[src/hw/vga_mem_pkg.sv]
// VGA memory package
// Memory word, burst request and response structs, page and word
// size constants and the pixel FIFO depth.
package vga_mem_pkg;

  localparam int mem_word_w  = 128;
  localparam int word_bytes  = 16;
  localparam int page_bytes  = 4096;   // bursts never cross this
  localparam int burst_len_w = 8;

  localparam int fifo_depth  = 32;     // one full line of words
  localparam int fifo_ptr_w  = $clog2(fifo_depth);

  typedef logic [mem_word_w-1:0] mem_word_t;

  typedef struct packed {
    logic                   valid;
    logic [31:0]            addr;
    logic [burst_len_w-1:0] len;   // words minus one
  } mem_req_t;

  typedef struct packed {
    logic      valid;
    mem_word_t data;
    logic      last;   // final word of a burst
  } mem_rsp_t;

endpackage

[src/hw/vga_reg_pkg.sv]
// VGA register package
// Register map, display mode layout and reset mode, plus the
// Wishbone classic request and response structs.
package vga_reg_pkg;

  localparam int coord_w    = 12;
  localparam int pitch_w    = 13;
  localparam int reg_addr_w = 12;

  // ------------------------------------------------------------
  // register byte offsets
  // ------------------------------------------------------------
  localparam logic [reg_addr_w-1:0] h_disp_start_width = 12'h000;
  localparam logic [reg_addr_w-1:0] h_sync_total       = 12'h004;
  localparam logic [reg_addr_w-1:0] v_disp_start_width = 12'h008;
  localparam logic [reg_addr_w-1:0] v_sync_total       = 12'h00c;
  localparam logic [reg_addr_w-1:0] polarity_reg       = 12'h010;
  localparam logic [reg_addr_w-1:0] display_addr       = 12'h100;
  localparam logic [reg_addr_w-1:0] display_pitch      = 12'h104;
  localparam logic [reg_addr_w-1:0] load_mode          = 12'h108;

  typedef struct packed {
    logic [coord_w-1:0] h_start;
    logic [coord_w-1:0] h_width;
    logic [coord_w-1:0] h_sync;
    logic [coord_w-1:0] h_total;
    logic [coord_w-1:0] v_start;
    logic [coord_w-1:0] v_width;
    logic [coord_w-1:0] v_sync;
    logic [coord_w-1:0] v_total;
    logic               hpol;
    logic               vpol;
    logic [31:0]        disp_addr;
    logic [pitch_w-1:0] pitch;     // bytes per line
  } vga_mode_t;

  // 640x480
  localparam vga_mode_t mode_reset = '{
    h_start: 12'd47, h_width: 12'd640, h_sync: 12'd96, h_total: 12'd799,
    v_start: 12'd31, v_width: 12'd480, v_sync: 12'd2,  v_total: 12'd524,
    hpol: 1'b0, vpol: 1'b0, disp_addr: 32'h0, pitch: 13'd80
  };

  typedef struct packed {
    logic                  cyc;
    logic                  stb;
    logic                  we;
    logic [reg_addr_w-1:0] adr;
    logic [31:0]           dat;
    logic [3:0]            sel;
  } wb_req_t;

  typedef struct packed {
    logic        ack;
    logic        err;
    logic [31:0] dat;
  } wb_rsp_t;

  // start < c <= start + width, no wrap on the sum
  function automatic logic in_window(input logic [coord_w-1:0] c,
                                     input logic [coord_w-1:0] start,
                                     input logic [coord_w-1:0] width);
    return (c > start) && ({1'b0, c} <= {1'b0, start} + {1'b0, width});
  endfunction

endpackage
[src/hw/vga_scanout.sv]
// VGA scan-out
// Serializes FIFO words into pixels inside the active window, one
// bit per pixel shown as white or black. Pops the FIFO after the
// last bit of each word and shows black when the FIFO runs dry.
`timescale 1ns/100ps
module vga_scanout (
  input  logic                            vga_clk,
  input  logic                            mem_reset,
  input  vga_reg_pkg::vga_mode_t          mode,
  input  logic [vga_reg_pkg::coord_w-1:0] horiz_count,
  input  vga_mem_pkg::mem_word_t          data,
  input  logic                            empty,
  output logic                            pop,
  output logic [23:0]                     vga_rgb
);
  import vga_reg_pkg::*;
  import vga_mem_pkg::*;

  logic                          active;
  logic [coord_w-1:0]            pix;       // pixel number within the line
  logic [$clog2(mem_word_w)-1:0] bit_idx;   // bit within current word

  always_comb begin
    active  = in_window(horiz_count, mode.h_start, mode.h_width);
    pix     = horiz_count - mode.h_start - 1'b1;
    bit_idx = pix[$bits(bit_idx)-1:0];
  end

  // last bit of a word shown this cycle
  assign pop = active && !empty && (bit_idx == '1);

  always_ff @(posedge vga_clk) begin
    if (mem_reset) begin
      vga_rgb <= '0;
    end else if (active && !empty && data[bit_idx]) begin
      vga_rgb <= '1;
    end else begin
      vga_rgb <= '0;
    end
  end

endmodule

[config.mk]
export PLATFORM = sky130hd
export DESIGN_NAME = vga_scanout
export DESIGN_NICKNAME = d
export VERILOG_FILES = /design/src/hw/vga_mem_pkg.sv /design/src/hw/vga_reg_pkg.sv /design/src/hw/vga_scanout.sv
export SDC_FILE = /design/constraint.sdc
export NUM_CORES = 1
export LEC_CHECK = 0
export BUFFER_PORTS_ARGS = -buffer_cell sky130_fd_sc_hd__buf_4
export CAP_MARGIN = 10
export CORE_AREA = 2 2 121 123
export CTS_CLUSTER_DIAMETER = 50
export CTS_CLUSTER_SIZE = 8
export DETAILED_ROUTE_END_ITERATION = 6
export DIE_AREA = 0 0 123 125
export PLACE_DENSITY = 0.56
export SLEW_MARGIN = 5
export SYNTH_ARGS = -nofsm -noshare
export SYNTH_HDL_FRONTEND = slang
export SYNTH_SLANG_ARGS = --single-unit
[constraint.sdc]
create_clock -name vga_clk -period 5.02 [get_ports vga_clk]
set_input_delay 1.004 -clock vga_clk [delete_from_list [all_inputs] [get_ports vga_clk]]
set_output_delay 1.004 -clock vga_clk [all_outputs]
set_load 0.02 [all_outputs]
==> out/metrics.cfg <==
[worst_setup_path]
cp.buffers_inverters=3
crit_type=in2out
path_delay_family=simple AND/OR/NAND/NOR gates
cpPeakStageDelay_ns=0.45
crit_slowest_cell=or4_4
crit_path_end_kind=output port
crit_arrival_ns=4.30
cp_cell_sequence=buf_6 > ha_4 > a21o_1 > a21oi_2 > nor2b_1 > or4_4 > a31oi_4 > nor2b_4 > xor2_2 > ha_1 > and3_4 > and4_4 > a211o_1 > a31oi_1 > a221oi_2 > inv_1 > nor4_4 > buf_4
worstPathRequired_ns=4.02
crit_path_max_fanout=2
worstSetupStartpointType=primary input

[grt]
grt-ovfl-total=0
antenna_found_initial=0
grt_max_degree=27
grt_pass1_wl_um=15100
grtUsageTotal=0.120
grt_pass1_vias=3264

[cells_and_area]
reg.largest.list=vga_rgb: 1 flops
largest_reg_flops=1
insertedDiodeCount=0
instances_no_fill=660
drive_gt1_frac=0.595
final_nets=803
utilization=0.312
fin_area_um2=4430
regMostFlops=vga_rgb
areaGrowthSynthToFinish_pct=66.2

[cts]
path_clk_slew_ns=0
cts_hold_buf=0

[sta]
rsz0062_at_grt=true
tightest_slew_ns=0.731
drv_slew=0
maxSlewHeadroom=0.512
fmax_mhz=189
hold_viol=0
setup_viol=1
tns_ns=-0.282
setup_ws_ns=-0.282
post-route-period-util=1.06
period_needed_ns=5.30

[placement]
place_area_um2=4300
portBuffers=191
dp.cells=652
dpl_worst_slack_ns=-0.619
place_congestion=0.824
hpwl_um=8520

[logic_synthesis]
yosysTopAreaCell=mux4_2
yosys.area_share.xor_xnor=0.0395
synthAdderAreaFrac=0.189
synthTopCellsByArea=mux4_2 27%, ha_1 17%, buf_4 6.8%
synth_cells=287
synth_cell_types=62
synthTopCellsByCount=37 x ha_1, 32 x mux4_2, 24 x buf_4, 19 x inv_1, 16 x nand2_1
ys_seq_area_frac=0.00752
synth_top_family_by_area=multiplexers
synth-async-reset-ratio=0
yosysWarnings=0
ys.flop_type=dfxtp_1
synth_seq_cells=1
synthesis.nets=612
syn_area_um2=2660
synthDominantCellAreaShare=0.271
avgSynthCellArea_um2=9.28
synth_edf_count=0
synth-compound-area-share=0.164
synth-simple-area-share=0.170
yosysMostFrequentCell=ha_1
muxShareOfSynthArea=0.308

[job]
max_cap_viol_count=0

[routing]
dr.pass1.iters=4
wl_per_cell_um=14.5
drc=0
drt_iter0_drc=72
wl_um=9570
ant_nets=0
vias=2976
vias_per_cell=4.51

[hold_path]
hold_path.class=in2reg

[floorplan]
rows=44
die_h_um=125
die_w_um=123
die_area_um2=15400
initial_core_util=0.187
io_pins=311
core-area_um2=14200

[power]
power.density_nw_per_um2=135
ir_worst_vdd_uv=48.3
p_leak_nw=2.11

[status]
violations=negative setup slack
status=finished, violations left

-- layout make-up --
class / count / area, um2
Fill cell: 1492 / 9780
Tap cell: 184 / 230
Inverter: 19 / 71.3
Timing Repair Buffer: 224 / 1690
Sequential cell: 1 / 20.0
Multi-Input combinational cell: 232 / 2410
-- kinds of logic (layout without fill, tap and decap cells) --
group,count (synthesis),count (layout)
multiplexers,38,38
AO/OA/AOI/OAI,60,60
AND/OR/NAND/NOR,83,83
adder cells (fa/ha/maj),39,39
buffers and inverters,54,243
flip-flops,1,1
XOR/XNOR,12,12
-- tightest hold or removal path, stage by stage --
cell	delay, ns
buf_4	0.08
nand2b_1	0.11
o31ai_1	0.09
-- final timing paths --
path | cells after the start | startpoint | endpoint | slack (ns)
hold / removal | 3 | mem_reset | vga_rgb[22] | 1.35
setup / recovery | 18 | mode[120] | pop | -0.28
-- cell usage in the layout, fill, tap and decap left out, types with 6 or more instances in the layout --
master | synthesis | routed
a21oi_1 | 10 | 9
a31oi_1 | 7 | 6
buf_4 | 24 | 222
ha_1 | 37 | 33
inv_1 | 19 | 19
mux4_2 | 32 | 32
nand2_1 | 16 | 16
nand2b_1 | 7 | 7
nor2_1 | 14 | 14
nor2b_1 | 7 | 6
o21ai_0 | 9 | 9
xnor2_1 | 6 | 6
-- per-stage QoR --
stage | power (mW) | hold WS [ns]
after floorplan | 0.383 | 1.19
after global placement | 0.581 | 1.35
after detailed placement | 0.588 | 1.37
after CTS | 0.604 | 1.37
after global routing | 0.664 | 1.40
final | 0.599 | 1.35
-- where the power goes --
| part | switching (mW) | total [mW] | internal (mW) |
|---|---|---|---|
| combinational | 0.256 | 0.586 | 0.330 |
| clock | 0 | 0 | 0 |
| sequential | 0.00450 | 0.0134 | 0.00888 |
-- what timing repair did --
item | CTS | global route
pin swaps | 7 | 10
resized for setup | 8 | 3
setup buffers | 5 | 3
endpoints found under the hold margin | 0 | 0
setup endpoints to repair | 1 | 1
-- routing by layer --
metal	track usage	routed length (um)	vias up
met5	0	0	-
met3	0.00867	591	4
met4	0.00602	43	0
li1	-	-	1473
met1	0.137	3640	1366
met2	0.249	5290	133
(Power assumes the default switching activity.)
