**src/hw/vga_mem_pkg.sv**
```systemverilog
// VGA memory package
// Memory word, burst request and response structs, page and word
// size constants and the pixel FIFO depth.
package vga_mem_pkg;

  localparam int mem_word_w  = 128;
  localparam int word_bytes  = 16;
  localparam int page_bytes  = 4096;   // bursts never cross this
  localparam int burst_len_w = 8;

  localparam int fifo_depth  = 32;     // one full line of words
  localparam int fifo_ptr_w  = $clog2(fifo_depth);

  typedef logic [mem_word_w-1:0] mem_word_t;

  typedef struct packed {
    logic                   valid;
    logic [31:0]            addr;
    logic [burst_len_w-1:0] len;   // words minus one
  } mem_req_t;

  typedef struct packed {
    logic      valid;
    mem_word_t data;
    logic      last;   // final word of a burst
  } mem_rsp_t;

endpackage

```
**src/hw/vga_reg_pkg.sv**
```systemverilog
// VGA register package
// Register map, display mode layout and reset mode, plus the
// Wishbone classic request and response structs.
package vga_reg_pkg;

  localparam int coord_w    = 12;
  localparam int pitch_w    = 13;
  localparam int reg_addr_w = 12;

  // ------------------------------------------------------------
  // register byte offsets
  // ------------------------------------------------------------
  localparam logic [reg_addr_w-1:0] h_disp_start_width = 12'h000;
  localparam logic [reg_addr_w-1:0] h_sync_total       = 12'h004;
  localparam logic [reg_addr_w-1:0] v_disp_start_width = 12'h008;
  localparam logic [reg_addr_w-1:0] v_sync_total       = 12'h00c;
  localparam logic [reg_addr_w-1:0] polarity_reg       = 12'h010;
  localparam logic [reg_addr_w-1:0] display_addr       = 12'h100;
  localparam logic [reg_addr_w-1:0] display_pitch      = 12'h104;
  localparam logic [reg_addr_w-1:0] load_mode          = 12'h108;

  typedef struct packed {
    logic [coord_w-1:0] h_start;
    logic [coord_w-1:0] h_width;
    logic [coord_w-1:0] h_sync;
    logic [coord_w-1:0] h_total;
    logic [coord_w-1:0] v_start;
    logic [coord_w-1:0] v_width;
    logic [coord_w-1:0] v_sync;
    logic [coord_w-1:0] v_total;
    logic               hpol;
    logic               vpol;
    logic [31:0]        disp_addr;
    logic [pitch_w-1:0] pitch;     // bytes per line
  } vga_mode_t;

  // 640x480
  localparam vga_mode_t mode_reset = '{
    h_start: 12'd47, h_width: 12'd640, h_sync: 12'd96, h_total: 12'd799,
    v_start: 12'd31, v_width: 12'd480, v_sync: 12'd2,  v_total: 12'd524,
    hpol: 1'b0, vpol: 1'b0, disp_addr: 32'h0, pitch: 13'd80
  };

  typedef struct packed {
    logic                  cyc;
    logic                  stb;
    logic                  we;
    logic [reg_addr_w-1:0] adr;
    logic [31:0]           dat;
    logic [3:0]            sel;
  } wb_req_t;

  typedef struct packed {
    logic        ack;
    logic        err;
    logic [31:0] dat;
  } wb_rsp_t;

  // start < c <= start + width, no wrap on the sum
  function automatic logic in_window(input logic [coord_w-1:0] c,
                                     input logic [coord_w-1:0] start,
                                     input logic [coord_w-1:0] width);
    return (c > start) && ({1'b0, c} <= {1'b0, start} + {1'b0, width});
  endfunction

endpackage
```
**src/hw/vga_fetch.sv**
```systemverilog
// VGA line fetcher
// On each line start computes the line address and word count,
// flushes the pixel FIFO and requests the line from memory. A span
// that crosses a 4 KB page goes out as two bursts.
`timescale 1ns/100ps
module vga_fetch (
  input  logic                            vga_clk,
  input  logic                            mem_reset,
  input  vga_reg_pkg::vga_mode_t          mode,
  input  logic                            line_start,
  input  logic [vga_reg_pkg::coord_w-1:0] line_index,
  output vga_mem_pkg::mem_req_t           mem_req,
  input  logic                            mem_ready,
  output logic                            flush
);
  import vga_reg_pkg::*;
  import vga_mem_pkg::*;

  logic [31:0]            line_addr;
  logic [pitch_w-1:0]     words;      // line length in memory words
  logic [pitch_w-1:0]     room;       // words left before the page ends
  logic                   split;
  logic                   req_valid;
  logic [31:0]            req_addr;
  logic [burst_len_w-1:0] req_len;
  logic                   second_pend;
  logic [31:0]            second_addr;
  logic [burst_len_w-1:0] second_len;

  always_comb begin
    line_addr = mode.disp_addr + 32'(line_index) * 32'(mode.pitch);
    words     = mode.pitch / pitch_w'(word_bytes);
    room      = pitch_w'((page_bytes - (line_addr % page_bytes)) / word_bytes);
    split     = words > room;
  end

  assign mem_req = '{valid: req_valid, addr: req_addr, len: req_len};

  always_ff @(posedge vga_clk) begin
    if (mem_reset) begin
      req_valid   <= 1'b0;
      second_pend <= 1'b0;
      flush       <= 1'b0;
    end else begin
      flush <= line_start;
      if (line_start) begin
        req_valid   <= words != '0;
        second_pend <= split;
      end else if (req_valid && mem_ready) begin
        req_valid   <= second_pend;   // second half goes out next cycle
        second_pend <= 1'b0;
      end
    end
  end

  always_ff @(posedge vga_clk) begin
    if (line_start) begin
      req_addr    <= line_addr;
      req_len     <= split ? burst_len_w'(room - 1'b1) : burst_len_w'(words - 1'b1);
      second_addr <= line_addr - (line_addr % page_bytes) + page_bytes;
      second_len  <= burst_len_w'(words - room - 1'b1);
    end else if (req_valid && mem_ready && second_pend) begin
      req_addr <= second_addr;
      req_len  <= second_len;
    end
  end

  a_req_stable: assert property (@(posedge vga_clk) disable iff (mem_reset)
    req_valid && !mem_ready |=> req_valid && $stable(req_addr) && $stable(req_len));

endmodule

```
**config.mk**
```make
export PLATFORM = sky130hd
export DESIGN_NAME = vga_fetch
export DESIGN_NICKNAME = d
export VERILOG_FILES = /design/src/hw/vga_mem_pkg.sv /design/src/hw/vga_reg_pkg.sv /design/src/hw/vga_fetch.sv
export SDC_FILE = /design/constraint.sdc
export NUM_CORES = 1
export LEC_CHECK = 0
export BUFFER_PORTS_ARGS = -buffer_cell sky130_fd_sc_hd__buf_2
export CORE_MARGIN = 8
export CORE_UTILIZATION = 55
export CTS_BUF_LIST = sky130_fd_sc_hd__clkbuf_16
export DETAILED_ROUTE_END_ITERATION = 10
export PLACE_DENSITY_LB_ADDON = 0.15
export SLEW_MARGIN = 20
export SYNTH_ARGS = -nofsm -noshare
export SYNTH_HDL_FRONTEND = slang
export SYNTH_SLANG_ARGS = --single-unit
export TNS_END_PERCENT = 20
```
**constraint.sdc**
```tcl
create_clock -name vga_clk -period 12.7 [get_ports vga_clk]
set_input_delay 0.635 -clock vga_clk [delete_from_list [all_inputs] [get_ports vga_clk]]
set_output_delay 0.635 -clock vga_clk [all_outputs]
set_load 0.02 [all_outputs]
```
==> flow_summary.toml <==
[status]
status = "finished, final reports clean"

[route]
wl_mm = 23.9
wirelength_met1_mm = 10.3
drt_iter0_markers = 496
postRouteAntennaNets = 0
via_per_inst = 5.37
met2_length_mm = 11.9
top_layer_used = "met4"
dr_wl_met3_mm = 1.07
drcViolationCount = 0
drtPass1Iterations = 6
vias = 8010
wl_per_cell_um = 16.0

[clock_network]
h-tree-depth = 3
post-cts-setup-buffer-count = 0
clkSinkCount = 71
post_cts_resized = 0
cts.clk_slew.worst_paths_ns = 0.06
insertion_delay_ns = 0.34
cts-buffers-inserted = 9
hold_buffers = 0
clockBufferDepth = 2
clock-root-buffer = "clkbuf_16"
cts_tree = "built"

[placed_design]
gp_congestion = 0.887
dp_hpwl_mm = 19.0
io_buffers = 102

[min_path]
hold_path_class = "in2reg"

[cells_and_area]
areaGrowthSynthToFinish_pct = 9.50
drive_gt1_share_pct = 12.9
diodes = 0
nets = 1613

[logic_synthesis]
async_reset_ff_share_pct = 0
netlist_top_cells_area = "fa_1 25%, edfxtp_1 19%, ha_1 11%"
avgSynthCellArea_sq_um = 9.34
synth_cell_types = 73
synth_top_area_share_pct = 25.1
synth_area_leader_cell = "fa_1"
yosysSeqAreaShare_pct = 19.5
syn_area_sq_um = 10800
synth-seq-cells = 71
yosysMostFrequentCell = "inv_1"
ys_warn_count = 0
netlist_instances = 1154
ys.flop_type = "edfxtp_1"
synth_common_cells = "202 x inv_1, 135 x fa_1, 122 x nand2_1, 105 x and2_1, 97 x ha_1"
syn_nets = 1545
synth-edff-count = 68

[timing]
finalHoldViolCount = 0
worst_pin_slew_ns = 0.894
final-max-slew-violation-count = 0
setup_violations = 0
min_period_ns = 8.66
skew_ns = 0.00638
finalCritPeriodShare_pct = 68.2
tns_ns = 0
slew_headroom_pct = 40.4
rsz0062_at_grt = "no"
max_freq_mhz = 115

[floorplan]
row_count = 51
ios = 201
die-area_sq_um = 24300
coreArea_sq_um = 19300
initial_utilization_pct = 55.7
die_y_um = 156
die_width_um = 156

[global_route]
grtUsageTotal_pct = 20.9
antenna_found_initial = 0
grt_pass1_wl_mm = 41.2
grt_overflow = 0
grt_start_max_net_pins = 78
grt_pass1_vias = 8428

[setup_path]
cp_slowest_cell = "a31oi_1"
endpoint_kind = "flop"
r2r_cells = 1
reg2reg_from = "req_valid"
max_stage_delay_ns = 0.59
cp_max_fo = 17
worstPathArrival_ns = 8.75
rr_endpoint = "req_addr[17]"
worst-setup-path-type = "in2reg"
cp_data_required_time_ns = 12.79
crit_path_start = "mode[5]"
ff2ff_setup_slack_ns = 11.37
endpoint = "second_addr[28]"
startpoint_type = "primary input"

[run]
cap_viol_max_count = 0
## placed cells by master, fill, tap and decap left out, drive strengths merged, types with 3 or more instances in the layout
master	instances
fa	135
nand2b	8
o21ai	22
a21boi	3
nor3b	3
buf	104
nand2	122
edfxtp	68
a221oi	5
inv	205
a21oi	47
or3	8
nand4	3
o31a	3
and2	105
a31o	3
a41oi	4
nor2	37
nand3b	6
and3	7
ha	97
nand3	16
a31oi	8
mux2	24
clkbuf	9
dfxtp	3
xnor2	43
nor4	6
nor2b	7
mux2i	4
o21a	4
a21o	25
bufinv	3
o211ai	5
xor2	23
or2	3
nor3	9
a211oi	8
## worst min-delay path by stage
stage	depth (start not counted)	slack (ns)	endpoint	start
after floorplan	2	0.51	req_valid	req_valid
after global placement	1	0.53	req_addr[12]	second_addr[12]
after detailed placement	1	0.53	req_addr[27]	second_addr[27]
after CTS	2	0.48	flush	mem_reset
after global routing	2	0.47	flush	mem_reset
final	2	0.48	flush	mem_reset
## metal layers
layer  global-route usage, %  vias up
li1                        -     3896
met1                    26.5     3878
met2                    36.8      200
met3                    2.58       36
met4                    5.78        0
met5                       0        -
## sequential cells by signal (all words and copies together) (netlist names)
register     count
flush            1
req_addr        32
req_len          8
req_valid        1
second_addr     20
second_len       8
second_pend      1
## worst max-delay path: cells and delay by family
kind                       cells  cell delay (ns)
adders and majority gates      8             3.50
and+or+nand+nor                5             0.78
buffers and inverters          6             0.55
AOI/OAI and AO/OA             10             2.96
xor gates and xnor gates       2             0.29
## logic make-up (layout without fill, tap and decap cells)
kind of cell             count (synthesis)  count (layout)  share of synthesized area (%)
AO/OA/AOI/OAI                          159             159                           10.3
XOR/XNOR                                66              66                           5.57
adder cells (fa/ha/maj)                234             234                           36.5
buffers and inverters                  250             323                           8.88
flip-flops                              71              71                           19.5
multiplexers                            28              28                           2.88
AND/OR/NAND/NOR                        346             346                           16.4
## metrics by stage
step	util [%]	area (sq um)	hold WS [ns]	cells	worst slack, ns
2_1_floorplan	-	10800	0.511	1154	4.84
3_5_place_dp	59.2	11400	0.533	1476	3.83
3_3_place_gp	59.2	11400	0.529	1476	3.89
4_1_cts	61.0	11800	0.478	1492	4.16
5_1_grt	61.0	11800	0.474	1492	3.59
6_report	61.0	11800	0.482	1492	4.04
## layout make-up
type                    count  area (sq um)
multi-input cells         833          7730
fillers                  1714          7530
flip-flops and latches     71          2100
repair buffers            104           526
inverters                 203           762
clock buffers               9           225
clock inverters             7           128
well taps                 265           332
Power is left out: the tool's default activity adds up to more than one toggle a clock period on the data nets, which glitch-free logic cannot reach.
