$ cat config.mk
export PLATFORM = sky130hd
export DESIGN_NAME = vga_timing
export DESIGN_NICKNAME = d
export VERILOG_FILES = /design/src/hw/vga_reg_pkg.sv /design/src/hw/vga_timing.sv
export SDC_FILE = /design/constraint.sdc
export NUM_CORES = 1
export LEC_CHECK = 0
export BUFFER_PORTS_ARGS = -buffer_cell sky130_fd_sc_hd__buf_2
export CORE_ASPECT_RATIO = 0.7
export CORE_MARGIN = 5
export CORE_UTILIZATION = 60
export DETAILED_ROUTE_END_ITERATION = 16
export PLACE_DENSITY = 0.89
export SYNTH_ARGS = -nofsm -noshare
export SYNTH_HDL_FRONTEND = slang
export SYNTH_SLANG_ARGS = --single-unit
$ cat constraint.sdc
create_clock -name vga_clk -period 8.5 [get_ports vga_clk]
set_clock_uncertainty 0.05 [all_clocks]
set_input_delay 1.7 -clock vga_clk [delete_from_list [all_inputs] [get_ports vga_clk]]
set_output_delay 1.7 -clock vga_clk [all_outputs]
set_load 0.02 [all_outputs]
$ cat src/hw/vga_reg_pkg.sv
// VGA register package
// Register map, display mode layout and reset mode, plus the
// Wishbone classic request and response structs.
package vga_reg_pkg;

  localparam int coord_w    = 12;
  localparam int pitch_w    = 13;
  localparam int reg_addr_w = 12;

  // ------------------------------------------------------------
  // register byte offsets
  // ------------------------------------------------------------
  localparam logic [reg_addr_w-1:0] h_disp_start_width = 12'h000;
  localparam logic [reg_addr_w-1:0] h_sync_total       = 12'h004;
  localparam logic [reg_addr_w-1:0] v_disp_start_width = 12'h008;
  localparam logic [reg_addr_w-1:0] v_sync_total       = 12'h00c;
  localparam logic [reg_addr_w-1:0] polarity_reg       = 12'h010;
  localparam logic [reg_addr_w-1:0] display_addr       = 12'h100;
  localparam logic [reg_addr_w-1:0] display_pitch      = 12'h104;
  localparam logic [reg_addr_w-1:0] load_mode          = 12'h108;

  typedef struct packed {
    logic [coord_w-1:0] h_start;
    logic [coord_w-1:0] h_width;
    logic [coord_w-1:0] h_sync;
    logic [coord_w-1:0] h_total;
    logic [coord_w-1:0] v_start;
    logic [coord_w-1:0] v_width;
    logic [coord_w-1:0] v_sync;
    logic [coord_w-1:0] v_total;
    logic               hpol;
    logic               vpol;
    logic [31:0]        disp_addr;
    logic [pitch_w-1:0] pitch;     // bytes per line
  } vga_mode_t;

  // 640x480
  localparam vga_mode_t mode_reset = '{
    h_start: 12'd47, h_width: 12'd640, h_sync: 12'd96, h_total: 12'd799,
    v_start: 12'd31, v_width: 12'd480, v_sync: 12'd2,  v_total: 12'd524,
    hpol: 1'b0, vpol: 1'b0, disp_addr: 32'h0, pitch: 13'd80
  };

  typedef struct packed {
    logic                  cyc;
    logic                  stb;
    logic                  we;
    logic [reg_addr_w-1:0] adr;
    logic [31:0]           dat;
    logic [3:0]            sel;
  } wb_req_t;

  typedef struct packed {
    logic        ack;
    logic        err;
    logic [31:0] dat;
  } wb_rsp_t;

  // start < c <= start + width, no wrap on the sum
  function automatic logic in_window(input logic [coord_w-1:0] c,
                                     input logic [coord_w-1:0] start,
                                     input logic [coord_w-1:0] width);
    return (c > start) && ({1'b0, c} <= {1'b0, start} + {1'b0, width});
  endfunction

endpackage
$ cat src/hw/vga_timing.sv
// VGA raster timing generator
// Horizontal and vertical counters with registered sync and blank
// outputs, one cycle behind the count they describe. Restarts the
// raster on load and pulses line_start at the head of each active line.
`timescale 1ns/100ps
module vga_timing (
  input  logic                            vga_clk,
  input  logic                            mem_reset,
  input  vga_reg_pkg::vga_mode_t          mode,
  input  logic                            load,
  output logic [vga_reg_pkg::coord_w-1:0] horiz_count,
  output logic                            line_start,
  output logic [vga_reg_pkg::coord_w-1:0] line_index,
  output logic                            vga_hsync,
  output logic                            vga_hblank,
  output logic                            vga_vsync,
  output logic                            vga_vblank
);
  import vga_reg_pkg::*;

  logic [coord_w-1:0] vert_count;
  logic [coord_w-1:0] vert_next;
  logic               h_wrap;

  // count > total - sync, written so it cannot underflow
  function automatic logic sync_on(input logic [coord_w-1:0] c,
                                   input logic [coord_w-1:0] sync,
                                   input logic [coord_w-1:0] total);
    return ({1'b0, c} + {1'b0, sync}) > {1'b0, total};
  endfunction

  assign h_wrap    = horiz_count >= mode.h_total;
  assign vert_next = (vert_count >= mode.v_total) ? '0 : vert_count + 1'b1;

  // ------------------------------------------------------------
  // raster counters
  // ------------------------------------------------------------
  always_ff @(posedge vga_clk) begin
    if (mem_reset || load) begin   // new mode restarts the frame
      horiz_count <= '0;
      vert_count  <= '0;
      line_start  <= 1'b0;
    end else begin
      line_start <= h_wrap && in_window(vert_next, mode.v_start, mode.v_width);
      if (h_wrap) begin
        horiz_count <= '0;
        vert_count  <= vert_next;
      end else begin
        horiz_count <= horiz_count + 1'b1;
      end
    end
  end

  always_ff @(posedge vga_clk) begin
    if (h_wrap) line_index <= vert_next - mode.v_start - 1'b1;
  end

  // ------------------------------------------------------------
  // sync and blank
  // ------------------------------------------------------------
  always_ff @(posedge vga_clk) begin
    if (mem_reset) begin
      vga_hsync  <= 1'b0;
      vga_hblank <= 1'b0;
      vga_vsync  <= 1'b0;
      vga_vblank <= 1'b0;
    end else begin
      vga_hblank <= !in_window(horiz_count, mode.h_start, mode.h_width);
      vga_hsync  <= mode.hpol ^ sync_on(horiz_count, mode.h_sync, mode.h_total);
      vga_vblank <= !in_window(vert_count, mode.v_start, mode.v_width);
      vga_vsync  <= mode.vpol ^ sync_on(vert_count, mode.v_sync, mode.v_total);
    end
  end

endmodule

==> run_results.csv <==
group,metric,value,unit
timing,relSlewSlack,0.483,
grt,grt_pass1_wl,28700,um
route,routed_via_density,5.84,
power_and_ir_drop,powerDensity,90.2,mW/mm^2
die,die_area,0.0134,sq mm
timing,post-route-period-util,0.682,
grt,use_met3,0.0449,
synthesis,synth-main-ff-cell,"dfxtp_1",
synthesis,yosys_register_bits,41,
setup_path,r2r_start,"vert_count[0]",
synthesis,ys_seq_area_frac,0.140,
route,drt_iter0_drc,375,
power_and_ir_drop,p_leak,4.04,nW
setup_path,cp_data_required_time,8.48,ns
die,ios,175,
worst_hold_path,hp-class,"flip-flop to flip-flop",
cts,cts_hold_buf,0,
setup_path,critPathLaunchType,"input pin",
route,antenna_left,0,
setup_path,cp.arrival,5.77,ns
cts,htree_levels,2,
grt,antenna_found_initial,1,
cts,cts_setup_buffers,0,
power_and_ir_drop,switching_share,0.305,
grt,gr-max-usage-layer,"met2",
grt,grtUsageTotal,0.259,
die,die_h,98.5,um
route,dr.pass1.iters,5,
timing,final.setup.tns,0,ns
placed_design,port_buffers,129,
synthesis,yosysTopAreaCell,"ha_1",
synthesis,syn_area,0.00671,sq mm
route,wirelength,17600,um
cts,cts_resized,0,
finish,drive_gt1_frac,0.166,
synthesis,yosys_warnings,0,
cts,clkSlewWorstSetupHoldPaths,0.06,ns
synthesis,synth_cells,803,
job,max-cap-violations,0,
grt,grt_max_degree,27,
cts,cts_tree,"yes",
synthesis,avgSynthCellArea,8.35,sq um
setup_path,endpoint_kind,"flip-flop",
power_and_ir_drop,peakVddDrop,0.0791,mV
timing,tightest_slew,0.774,ns
setup_path,worstSetupPathType,"input pin to flip-flop",
timing,hold_viol,0,
synthesis,yosysUniqueCellTypes,68,
power_and_ir_drop,totalPowerFinal,0.696,mW
die,core_region_area,0.0110,sq mm
power_and_ir_drop,p_seq_frac,0.294,
grt,grt_pass1_vias,6089,
finish,antenna_cells,0,
timing,post-route-min-period,5.79,ns
timing,hold_ws,0.453,ns
die,die_x,136,um
cts,clockBufferDepth,2,
grt,overflow,0,
synthesis,synth_edf_count,12,
grt,use_met1,0.384,
placed_design,routabilityCongestion,0.903,
status,outcome,"finished, final reports clean",
timing,fmax,0.173,GHz
worst_hold_path,worstHoldStart,"horiz_count[0]",
synthesis,async_flop_share,0,
power_and_ir_drop,clockPowerShare,0.354,
finish,syn_to_final_growth,15.0,%
power_and_ir_drop,internal_power,0.484,mW
route,drc,0,
setup_path,startpoint,"mode[57]",
power_and_ir_drop,switchingPower,0.212,mW
synthesis,synthMostInstantiatedCell,"ha_1",
timing,setup_viol,0,
synthesis,post-synth-top-area-fraction,0.311,
synthesis,synth_common_cells,"ha_1 (167), inv_1 (77), nor2_1 (62)",
finish,nets,1250,
die,rows,32,
cts,clk_latency,0.29,ns
setup_path,critical_path_peak_fanout,6,
synthesis,synth_nets,1121,
die,start_util,0.612,
power_and_ir_drop,pwr-share-comb,0.352,
route,vias,6343,
cts,numCtsBuffers,5,
timing,rsz0062_at_grt,"false",
cts,cts.sinks,41,
timing,final-max-slew-violation-count,0,
route,wl_per_cell,16.2,um
cts,cts_root_buf,"clkbuf_16",
placed_design,detailed_place_hpwl,14900,um
synthesis,synth_top_cells_by_area,"ha_1 (31%), dfxtp_1 (8.7%), edfxtp_1 (5.4%), xnor2_1 (5.4%), inv_1 (4.3%)",
grt,use_met2,0.395,
-- per-layer routing --
metal  share of wire  vias to the layer above  wire [um]
met4           0.012                        2        204
met1            0.49                     2866       8710
met5         0.00040                        -          7
met2            0.41                      251       7300
li1                -                     3204          -
met3           0.078                       20       1380
-- flip-flops by register name, summed over array words and instances (netlist names) --
register / flops
line_index: 12
vga_vblank: 1
line_start: 1
vga_hblank: 1
vert_count: 12
horiz_count: 12
vga_vsync: 1
vga_hsync: 1
-- final cells by class --
type | instances | area [sq um]
Multi-Input combinational cell | 677 | 5450
Sequential cell | 41 | 941
Clock buffer | 5 | 125
Clock inverter | 3 | 65.1
Timing Repair Buffer | 130 | 653
Fill cell | 923 | 3260
Tap cell | 153 | 191
Inverter | 77 | 289
-- metrics by stage --
stage / instance area (sq um) / setup slack (ns) / util / std cells
detailed placement: 7520 / 2.52 / 0.686 / 1078
global placement: 7520 / 2.64 / 0.686 / 1078
global route: 7710 / 2.37 / 0.703 / 1086
finish: 7710 / 2.71 / 0.703 / 1086
CTS: 7710 / 2.82 / 0.703 / 1086
floorplan: 6710 / 3.25 / - / 803
-- power by group through the flow --
stage	clock (mW)	sequential, mW	combinational, mW
after CTS	0.250	0.205	0.243
after floorplan	0	0.211	0.168
after global placement	0	0.209	0.233
after global routing	0.257	0.205	0.278
after detailed placement	0	0.209	0.240
final	0.247	0.205	0.245
-- logic make-up after synthesis --
kind of cell | Yosys count | synth area share
AO/OA/AOI/OAI | 196 | 0.194
multiplexers | 14 | 0.0211
buffers and inverters | 85 | 0.0479
XOR/XNOR | 71 | 0.0959
AND/OR/NAND/NOR | 221 | 0.170
flip-flops | 41 | 0.140
adder cells (fa/ha/maj) | 175 | 0.331
-- layout by cell type (no fill, tap or decap), types with 3 or more instances in the layout --
master     Yosys  final
ha_1         167    167
buf_2          2    129
inv_1         77     77
nor2_1        62     62
a21oi_1       50     50
xnor2_1       41     41
o21ai_0       36     36
a21o_1        30     30
dfxtp_1       29     29
xor2_1        28     28
nand2_1       27     27
nand4_1       25     25
nor2b_1       23     23
nand3_1       21     21
nor3_1        16     16
nand2b_1      14     14
o21a_1        13     13
mux2i_1       13     13
edfxtp_1      12     12
a211oi_1       9      9
a31oi_1        6      6
and3_1         6      6
o211ai_1       6      6
o21bai_1       6      6
or2_2          6      6
fa_1           5      5
clkbuf_16      0      5
a2111oi_0      4      4
o22ai_1        4      4
a21boi_0       3      3
or3_1          3      3
maj3_1         3      3
o41ai_1        3      3
nor4_1         3      3
-- worst max-delay path, stage by stage --
cell and delay, ns:
buf_2 0.08, inv_1 0.06, ha_1 0.32, a21oi_1 0.16
nand2_1 0.07, a211o_1 0.32, a21oi_1 0.52, and2_1 0.36
ha_1 0.31, a211oi_1 0.22, o21bai_1 0.11, a21oi_1 0.43
nand2_1 0.14, a21oi_1 0.25, o211ai_1 0.13, a41oi_1 0.30
a31oi_1 0.14, xor2_1 0.16
-- final timing paths --
kind	to	slack, ns	cells past startpoint
worst max-delay path	line_index[11]	2.71	18
worst max register to register	line_index[11]	3.54	17
worst min register to register	horiz_count[0]	0.45	1
worst min-delay path	horiz_count[0]	0.45	1
Power figures use the tool's default switching activity.
