File: src/hw/vga_reg_pkg.sv
// VGA register package
// Register map, display mode layout and reset mode, plus the
// Wishbone classic request and response structs.
package vga_reg_pkg;

  localparam int coord_w    = 12;
  localparam int pitch_w    = 13;
  localparam int reg_addr_w = 12;

  // ------------------------------------------------------------
  // register byte offsets
  // ------------------------------------------------------------
  localparam logic [reg_addr_w-1:0] h_disp_start_width = 12'h000;
  localparam logic [reg_addr_w-1:0] h_sync_total       = 12'h004;
  localparam logic [reg_addr_w-1:0] v_disp_start_width = 12'h008;
  localparam logic [reg_addr_w-1:0] v_sync_total       = 12'h00c;
  localparam logic [reg_addr_w-1:0] polarity_reg       = 12'h010;
  localparam logic [reg_addr_w-1:0] display_addr       = 12'h100;
  localparam logic [reg_addr_w-1:0] display_pitch      = 12'h104;
  localparam logic [reg_addr_w-1:0] load_mode          = 12'h108;

  typedef struct packed {
    logic [coord_w-1:0] h_start;
    logic [coord_w-1:0] h_width;
    logic [coord_w-1:0] h_sync;
    logic [coord_w-1:0] h_total;
    logic [coord_w-1:0] v_start;
    logic [coord_w-1:0] v_width;
    logic [coord_w-1:0] v_sync;
    logic [coord_w-1:0] v_total;
    logic               hpol;
    logic               vpol;
    logic [31:0]        disp_addr;
    logic [pitch_w-1:0] pitch;     // bytes per line
  } vga_mode_t;

  // 640x480
  localparam vga_mode_t mode_reset = '{
    h_start: 12'd47, h_width: 12'd640, h_sync: 12'd96, h_total: 12'd799,
    v_start: 12'd31, v_width: 12'd480, v_sync: 12'd2,  v_total: 12'd524,
    hpol: 1'b0, vpol: 1'b0, disp_addr: 32'h0, pitch: 13'd80
  };

  typedef struct packed {
    logic                  cyc;
    logic                  stb;
    logic                  we;
    logic [reg_addr_w-1:0] adr;
    logic [31:0]           dat;
    logic [3:0]            sel;
  } wb_req_t;

  typedef struct packed {
    logic        ack;
    logic        err;
    logic [31:0] dat;
  } wb_rsp_t;

  // start < c <= start + width, no wrap on the sum
  function automatic logic in_window(input logic [coord_w-1:0] c,
                                     input logic [coord_w-1:0] start,
                                     input logic [coord_w-1:0] width);
    return (c > start) && ({1'b0, c} <= {1'b0, start} + {1'b0, width});
  endfunction

endpackage
File: src/hw/vga_regs.sv
// VGA register file
// Wishbone classic slave holding a shadow copy of the display mode.
// A write to load_mode publishes the shadow as the active mode and
// pulses load for one cycle. Reads return the shadow.
`timescale 1ns/100ps
module vga_regs (
  input  logic                   vga_clk,
  input  logic                   mem_reset,
  input  vga_reg_pkg::wb_req_t   wb_req,
  output vga_reg_pkg::wb_rsp_t   wb_rsp,
  output vga_reg_pkg::vga_mode_t mode,
  output logic                   load
);
  import vga_reg_pkg::*;

  vga_mode_t   shadow;
  logic        ack;
  logic        err;
  logic [31:0] rd_dat;
  logic        req_seen;
  logic        do_load;
  logic        mapped;
  logic [31:0] cur_img;   // shadow view of the addressed register
  logic [31:0] wr_img;    // cur_img with selected lanes replaced

  assign req_seen = wb_req.cyc && wb_req.stb && !ack && !err;
  assign do_load  = req_seen && wb_req.we && (wb_req.adr == load_mode) && wb_req.sel[0];
  assign wb_rsp   = '{ack: ack, err: err, dat: rd_dat};

  always_comb begin
    mapped  = 1'b1;
    cur_img = '0;
    case (wb_req.adr)
      h_disp_start_width: cur_img = {4'h0, shadow.h_width, 4'h0, shadow.h_start};
      h_sync_total:       cur_img = {4'h0, shadow.h_total, 4'h0, shadow.h_sync};
      v_disp_start_width: cur_img = {4'h0, shadow.v_width, 4'h0, shadow.v_start};
      v_sync_total:       cur_img = {4'h0, shadow.v_total, 4'h0, shadow.v_sync};
      polarity_reg:       cur_img = {30'h0, shadow.hpol, shadow.vpol};
      display_addr:       cur_img = shadow.disp_addr;
      display_pitch:      cur_img = 32'(shadow.pitch);
      load_mode:          cur_img = '0;   // write-only strobe
      default:            mapped  = 1'b0;
    endcase
    for (int i = 0; i < 4; i++) begin
      wr_img[8*i +: 8] = wb_req.sel[i] ? wb_req.dat[8*i +: 8] : cur_img[8*i +: 8];
    end
  end

  always_ff @(posedge vga_clk) begin
    if (mem_reset) begin
      ack    <= 1'b0;
      err    <= 1'b0;
      load   <= 1'b0;
      shadow <= mode_reset;
      mode   <= mode_reset;
    end else begin
      ack  <= req_seen && mapped;
      err  <= req_seen && !mapped;
      load <= do_load;
      if (do_load) mode <= shadow;
      if (req_seen && wb_req.we) begin
        case (wb_req.adr)
          h_disp_start_width: begin
            shadow.h_start <= wr_img[11:0];
            shadow.h_width <= wr_img[27:16];
          end
          h_sync_total: begin
            shadow.h_sync  <= wr_img[11:0];
            shadow.h_total <= wr_img[27:16];
          end
          v_disp_start_width: begin
            shadow.v_start <= wr_img[11:0];
            shadow.v_width <= wr_img[27:16];
          end
          v_sync_total: begin
            shadow.v_sync  <= wr_img[11:0];
            shadow.v_total <= wr_img[27:16];
          end
          polarity_reg: begin
            shadow.hpol <= wr_img[1];
            shadow.vpol <= wr_img[0];
          end
          display_addr:  shadow.disp_addr <= wr_img;
          display_pitch: shadow.pitch     <= wr_img[pitch_w-1:0];
          default: ;
        endcase
      end
    end
  end

  always_ff @(posedge vga_clk) begin
    if (req_seen) rd_dat <= cur_img;
  end

  // master releases stb once answered
  a_stb_release: assert property (@(posedge vga_clk) disable iff (mem_reset)
    wb_rsp.ack || wb_rsp.err |=> !wb_req.stb);

endmodule

File: config.mk
export PLATFORM = sky130hd
export DESIGN_NAME = vga_regs
export DESIGN_NICKNAME = d
export VERILOG_FILES = /design/src/hw/vga_reg_pkg.sv /design/src/hw/vga_regs.sv
export SDC_FILE = /design/constraint.sdc
export NUM_CORES = 1
export LEC_CHECK = 0
export BUFFER_PORTS_ARGS = -buffer_cell sky130_fd_sc_hd__buf_2
export CAP_MARGIN = 20
export CORE_UTILIZATION = 41
export CTS_CLUSTER_SIZE = 12
export DETAILED_ROUTE_END_ITERATION = 8
export PLACE_DENSITY = 0.67
export SYNTH_ARGS = -nofsm -noshare
export SYNTH_HDL_FRONTEND = slang
export SYNTH_SLANG_ARGS = --single-unit
File: constraint.sdc
create_clock -name vga_clk -period 3.1 [get_ports vga_clk]
set_input_delay 0.62 -clock vga_clk [delete_from_list [all_inputs] [get_ports vga_clk]]
set_output_delay 0.62 -clock vga_clk [all_outputs]
set_load 0.1 [all_outputs]
==> summary.md <==
| Metric | Value |
|---|---|
| Status | complete, no violations |
| Placed cell count | between 2000 and 2500 |
| Share of the clock period used by the worst path after layout | 80.8% |
| Avg Cell Area, Syn | roughly 9 sq um |
| PortBufs | 230 |
| Maximum number of pins on one net before global-route repair | approximately 100 |
| Simple logic cell fraction of the synthesized area | between 20 and 25% |
| Clock latency on the worst-skew pair | 0.52 ns |
| Post-synthesis compound-gate area fraction | 18.1% |
| Vias per inst | between 5 and 6 |
| Worst-path fanout max | 14 |
| Post-Synthesis Cell Area | roughly 13000 sq um |
| Fraction of synthesized area in multiplexers | 3.01% |
| Core area | between 30000 and 40000 sq um |
| Area Growth Syn to Fin | 22.4% |
| Setup Buffers After CTS | 0 |
| Static leakage | ~6 nW |
| Clock-pin slew on the worst setup and hold paths | 0.06 ns |
| Max-slew violations | 0 |
| Initial antenna violation count | 2 |
| Post-route minimum period | between 2 and 3 ns |
| Layout fillers | 2945 |
| TritonCTS clock tree | done |
| Flop and latch count out of synthesis | 321 |
| Maximum operating frequency | approximately 400 MHz |
| Total of cells resized after clock tree synthesis | 0 |
| Iteration count of the initial detailed-routing pass | 5 |
| Sort of element at the end of the critical path | flop |
| Leading cell types by total area after synthesis | sky130_fd_sc_hd__dfxtp_1, sky130_fd_sc_hd__nand2_1, sky130_fd_sc_hd__edfxtp_1, sky130_fd_sc_hd__a21oi_1, sky130_fd_sc_hd__nand3b_1 |
| Clock H-tree levels | 2 |
| Wire length of the first global-routing pass | around 68000 um |
| Setup repair after global routing missed its margin | no |
| Largest clock skew in the final design | 0.0186 ns |
| Final non-filler cell total | between 2000 and 2500 |
| Hold Vio Cnt, Final | 0 |
| Critical Path RT | ~3.5 ns |
| Routed length on met3 | 3540 um |
| Residual DRC count | 0 |
| Standard-cell row count | 64 |
| Proportion of synthesized chip area in sequential cells | approximately half |
| Post-synth cell types | 64 |
| Height of the chip | approximately 180 um |
| Most frequently used flop master after synthesis | sky130_fd_sc_hd__dfxtp_1 |
| Hold_buf cts | 0 |
| Number of instances in the synthesized netlist | between 1000 and 1500 |
| Violation count after the first detailed-routing iteration | about 1100 |
| Overall overflow remaining after global route | 0 |
| Top cell type by total area after synthesis | sky130_fd_sc_hd__dfxtp_1 |
| Detail Placement HPWL | roughly 32000 um |
| Clock sink count | ~320 |
| Die outline width | 180 um |
| Accumulated negative setup slack | 0 ns |
| Pwr per Cell Area | about 550 nW/um^2 |
| Final setup violation count | 0 |
| Max clock buf depth | 3 |
| Number of maximum-capacitance constraint violations | 0 |
| Overall via count from detail_route | between 10000 and 15000 |
| Initial core utilization | between 40% and 50% |
| Share of cells above drive strength 1 | approximately 23% |
| Wire length per cell | 21.1 um |
| Area of the die | 32500 sq um |
| Residual antenna-violating net count after detailed routing | 0 |
| Xor/xnor cell area share of the yosys netlist | 0% |
| Nets | 1737 |
| Boundary Pins | 231 |
| Final weighted congestion in routability-driven placement | about 0.92 |
| EDFF count, synth | 32 |
| Clk root buf | sky130_fd_sc_hd__clkbuf_16 |
| Proportion of netlist area held by the largest area contributor | 44.5% |
| Synthesized-area fraction occupied by adder cells | 0% |
| Arrival @ worst endpoint | 2.87 ns |
| Highest metal layer with signal wires | met4 |
| Post-Synthesis Net Count | 1522 |
| Worst setup SP type | primary input |
| CTS Buf Count | 36 |
| DRT Wirelength | around 45000 um |
| Async set or reset register ratio after synthesis | 0% |
| Worst slew margin relative to its limit | 40.3% |
| Total global-route track usage | between 20% and 30% |
| Met2 layer wire length in the routed design | 20100 um |
| Number of warnings printed during yosys synthesis | 0 |
| Category of the critical setup timing path | primary input to flop |
| Worst hold-check path type | primary input to flop |
| Worst-margin pin slew | between 0.8 and 0.9 ns |
| Worst vdd ir | 0.000338 V |
| Number of global-route vias before repair | ~11000 |
| Wire length on met1 | 19200 um |
| Combinational family with the most area after synthesis | simple AND/OR/NAND/NOR gates |
==> cell usage after synthesis, types with 5 or more instances <==
master,count
sky130_fd_sc_hd__and2_1,30
sky130_fd_sc_hd__clkbuf_1,78
sky130_fd_sc_hd__a22oi_1,11
sky130_fd_sc_hd__o32ai_1,11
sky130_fd_sc_hd__a31oi_1,6
sky130_fd_sc_hd__nor2_1,98
sky130_fd_sc_hd__a21oi_1,150
sky130_fd_sc_hd__a22o_1,13
sky130_fd_sc_hd__mux2i_1,11
sky130_fd_sc_hd__o2bb2ai_1,9
sky130_fd_sc_hd__mux4_2,8
sky130_fd_sc_hd__nand3_1,15
sky130_fd_sc_hd__buf_2,33
sky130_fd_sc_hd__dfxtp_1,289
sky130_fd_sc_hd__o31ai_1,17
sky130_fd_sc_hd__mux2_2,9
sky130_fd_sc_hd__o31a_1,6
sky130_fd_sc_hd__a32oi_1,7
sky130_fd_sc_hd__nor3_1,20
sky130_fd_sc_hd__o311ai_0,5
sky130_fd_sc_hd__nand4_1,6
sky130_fd_sc_hd__or2_2,5
sky130_fd_sc_hd__nand2_1,342
sky130_fd_sc_hd__nand3b_1,68
sky130_fd_sc_hd__buf_4,6
sky130_fd_sc_hd__edfxtp_1,32
sky130_fd_sc_hd__a211oi_1,42
sky130_fd_sc_hd__inv_1,22
sky130_fd_sc_hd__o32a_1,10
sky130_fd_sc_hd__o21ai_0,36
==> registers in the layout, indices dropped and copies added (netlist names) <==
signal,flops
load,1
ack,1
err,1
mode,143
rd_dat,32
shadow,143
==> path summary, 6_finish.rpt <==
kind	startpoint	to	slack (ns)	cells past startpoint
setup reg to reg	ack	shadow[107]	0.75	10
hold reg to reg	mode[23]	mode[23]	0.45	2
hold / removal	wb_req[34]	shadow[43]	0.38	3
setup / recovery	wb_req[39]	shadow[105]	0.59	8
==> metal layers <==
| layer | vias up | GRT usage (%) |
|---|---|---|
| met5 | - | 0 |
| met4 | 0 | 10.9 |
| met3 | 98 | 5.25 |
| met2 | 527 | 43.5 |
| met1 | 5678 | 35.7 |
| li1 | 5601 | - |
==> stage by stage <==
stage	setup WS (ns)	instance area [sq um]	utilization (%)	hold WS (ns)	total power [mW]
4_1_cts	0.681	15900	51.5	0.364	8.88
3_3_place_gp	0.187	14800	47.8	0.441	4.72
5_1_grt	0.522	15900	51.5	0.394	9.09
2_1_floorplan	0.303	13000	-	0.432	4.58
3_5_place_dp	0.145	14800	47.8	0.443	4.73
6_report	0.594	15900	51.5	0.379	8.83
==> cells by family (layout without fill, tap and decap cells) <==
kind of cell / Yosys count / count (layout)
muxes: 28 / 28
other: 0 / 2
buffers and inverters: 144 / 387
DFF: 321 / 321
AOI/OAI and AO/OA: 359 / 359
and+or+nand+nor: 617 / 617
==> power by group <==
group / leakage, nW / switching (mW) / internal (mW)
Combinational: 2.88 / 0.321 / 0.118
Clock: 0.564 / 1.69 / 2.50
Sequential: 2.65 / 0.00365 / 4.20
==> final cells by class <==
type | count | area (sq um) | area share, %
Antenna cell | 2 | 5.00 | 0.0314
Clock buffer | 55 | 1040 | 6.55
Clock inverter | 11 | 113 | 0.707
Inverter | 22 | 82.6 | 0.519
Multi-Input combinational cell | 1004 | 5670 | 35.6
Sequential cell | 321 | 6750 | 42.4
Tap cell | 396 | 495 | 3.11
Timing Repair Buffer | 299 | 1770 | 11.1
==> placed cells by master (no fill, tap or decap), types with 8 or more instances in the layout <==
master,n
sky130_fd_sc_hd__clkbuf_16,37
sky130_fd_sc_hd__mux2i_1,11
sky130_fd_sc_hd__nor3_1,20
sky130_fd_sc_hd__clkbuf_1,13
sky130_fd_sc_hd__a22o_1,13
sky130_fd_sc_hd__o21ai_0,36
sky130_fd_sc_hd__buf_4,62
sky130_fd_sc_hd__a211oi_1,42
sky130_fd_sc_hd__a22oi_1,11
sky130_fd_sc_hd__buf_2,229
sky130_fd_sc_hd__nand3_1,15
sky130_fd_sc_hd__dfxtp_1,289
sky130_fd_sc_hd__mux2_2,9
sky130_fd_sc_hd__and2_1,30
sky130_fd_sc_hd__inv_1,21
sky130_fd_sc_hd__nor2_1,98
sky130_fd_sc_hd__nand2_1,342
sky130_fd_sc_hd__o2bb2ai_1,9
sky130_fd_sc_hd__o32a_1,10
sky130_fd_sc_hd__edfxtp_1,32
sky130_fd_sc_hd__mux4_2,8
sky130_fd_sc_hd__nand3b_1,68
sky130_fd_sc_hd__o32ai_1,11
sky130_fd_sc_hd__o31ai_1,17
sky130_fd_sc_hd__a21oi_1,150
==> critical path, cell delays in order <==
cell and delay, ns:
sky130_fd_sc_hd__buf_2 0.33, sky130_fd_sc_hd__buf_4 0.25, sky130_fd_sc_hd__nor4b_2 0.07, sky130_fd_sc_hd__buf_4 0.18, sky130_fd_sc_hd__a22oi_1 0.37, sky130_fd_sc_hd__nor2_1 0.08
sky130_fd_sc_hd__o31ai_1 0.76, sky130_fd_sc_hd__o21ai_0 0.20
No activity file was read; power rests on OpenSTA's default activity.
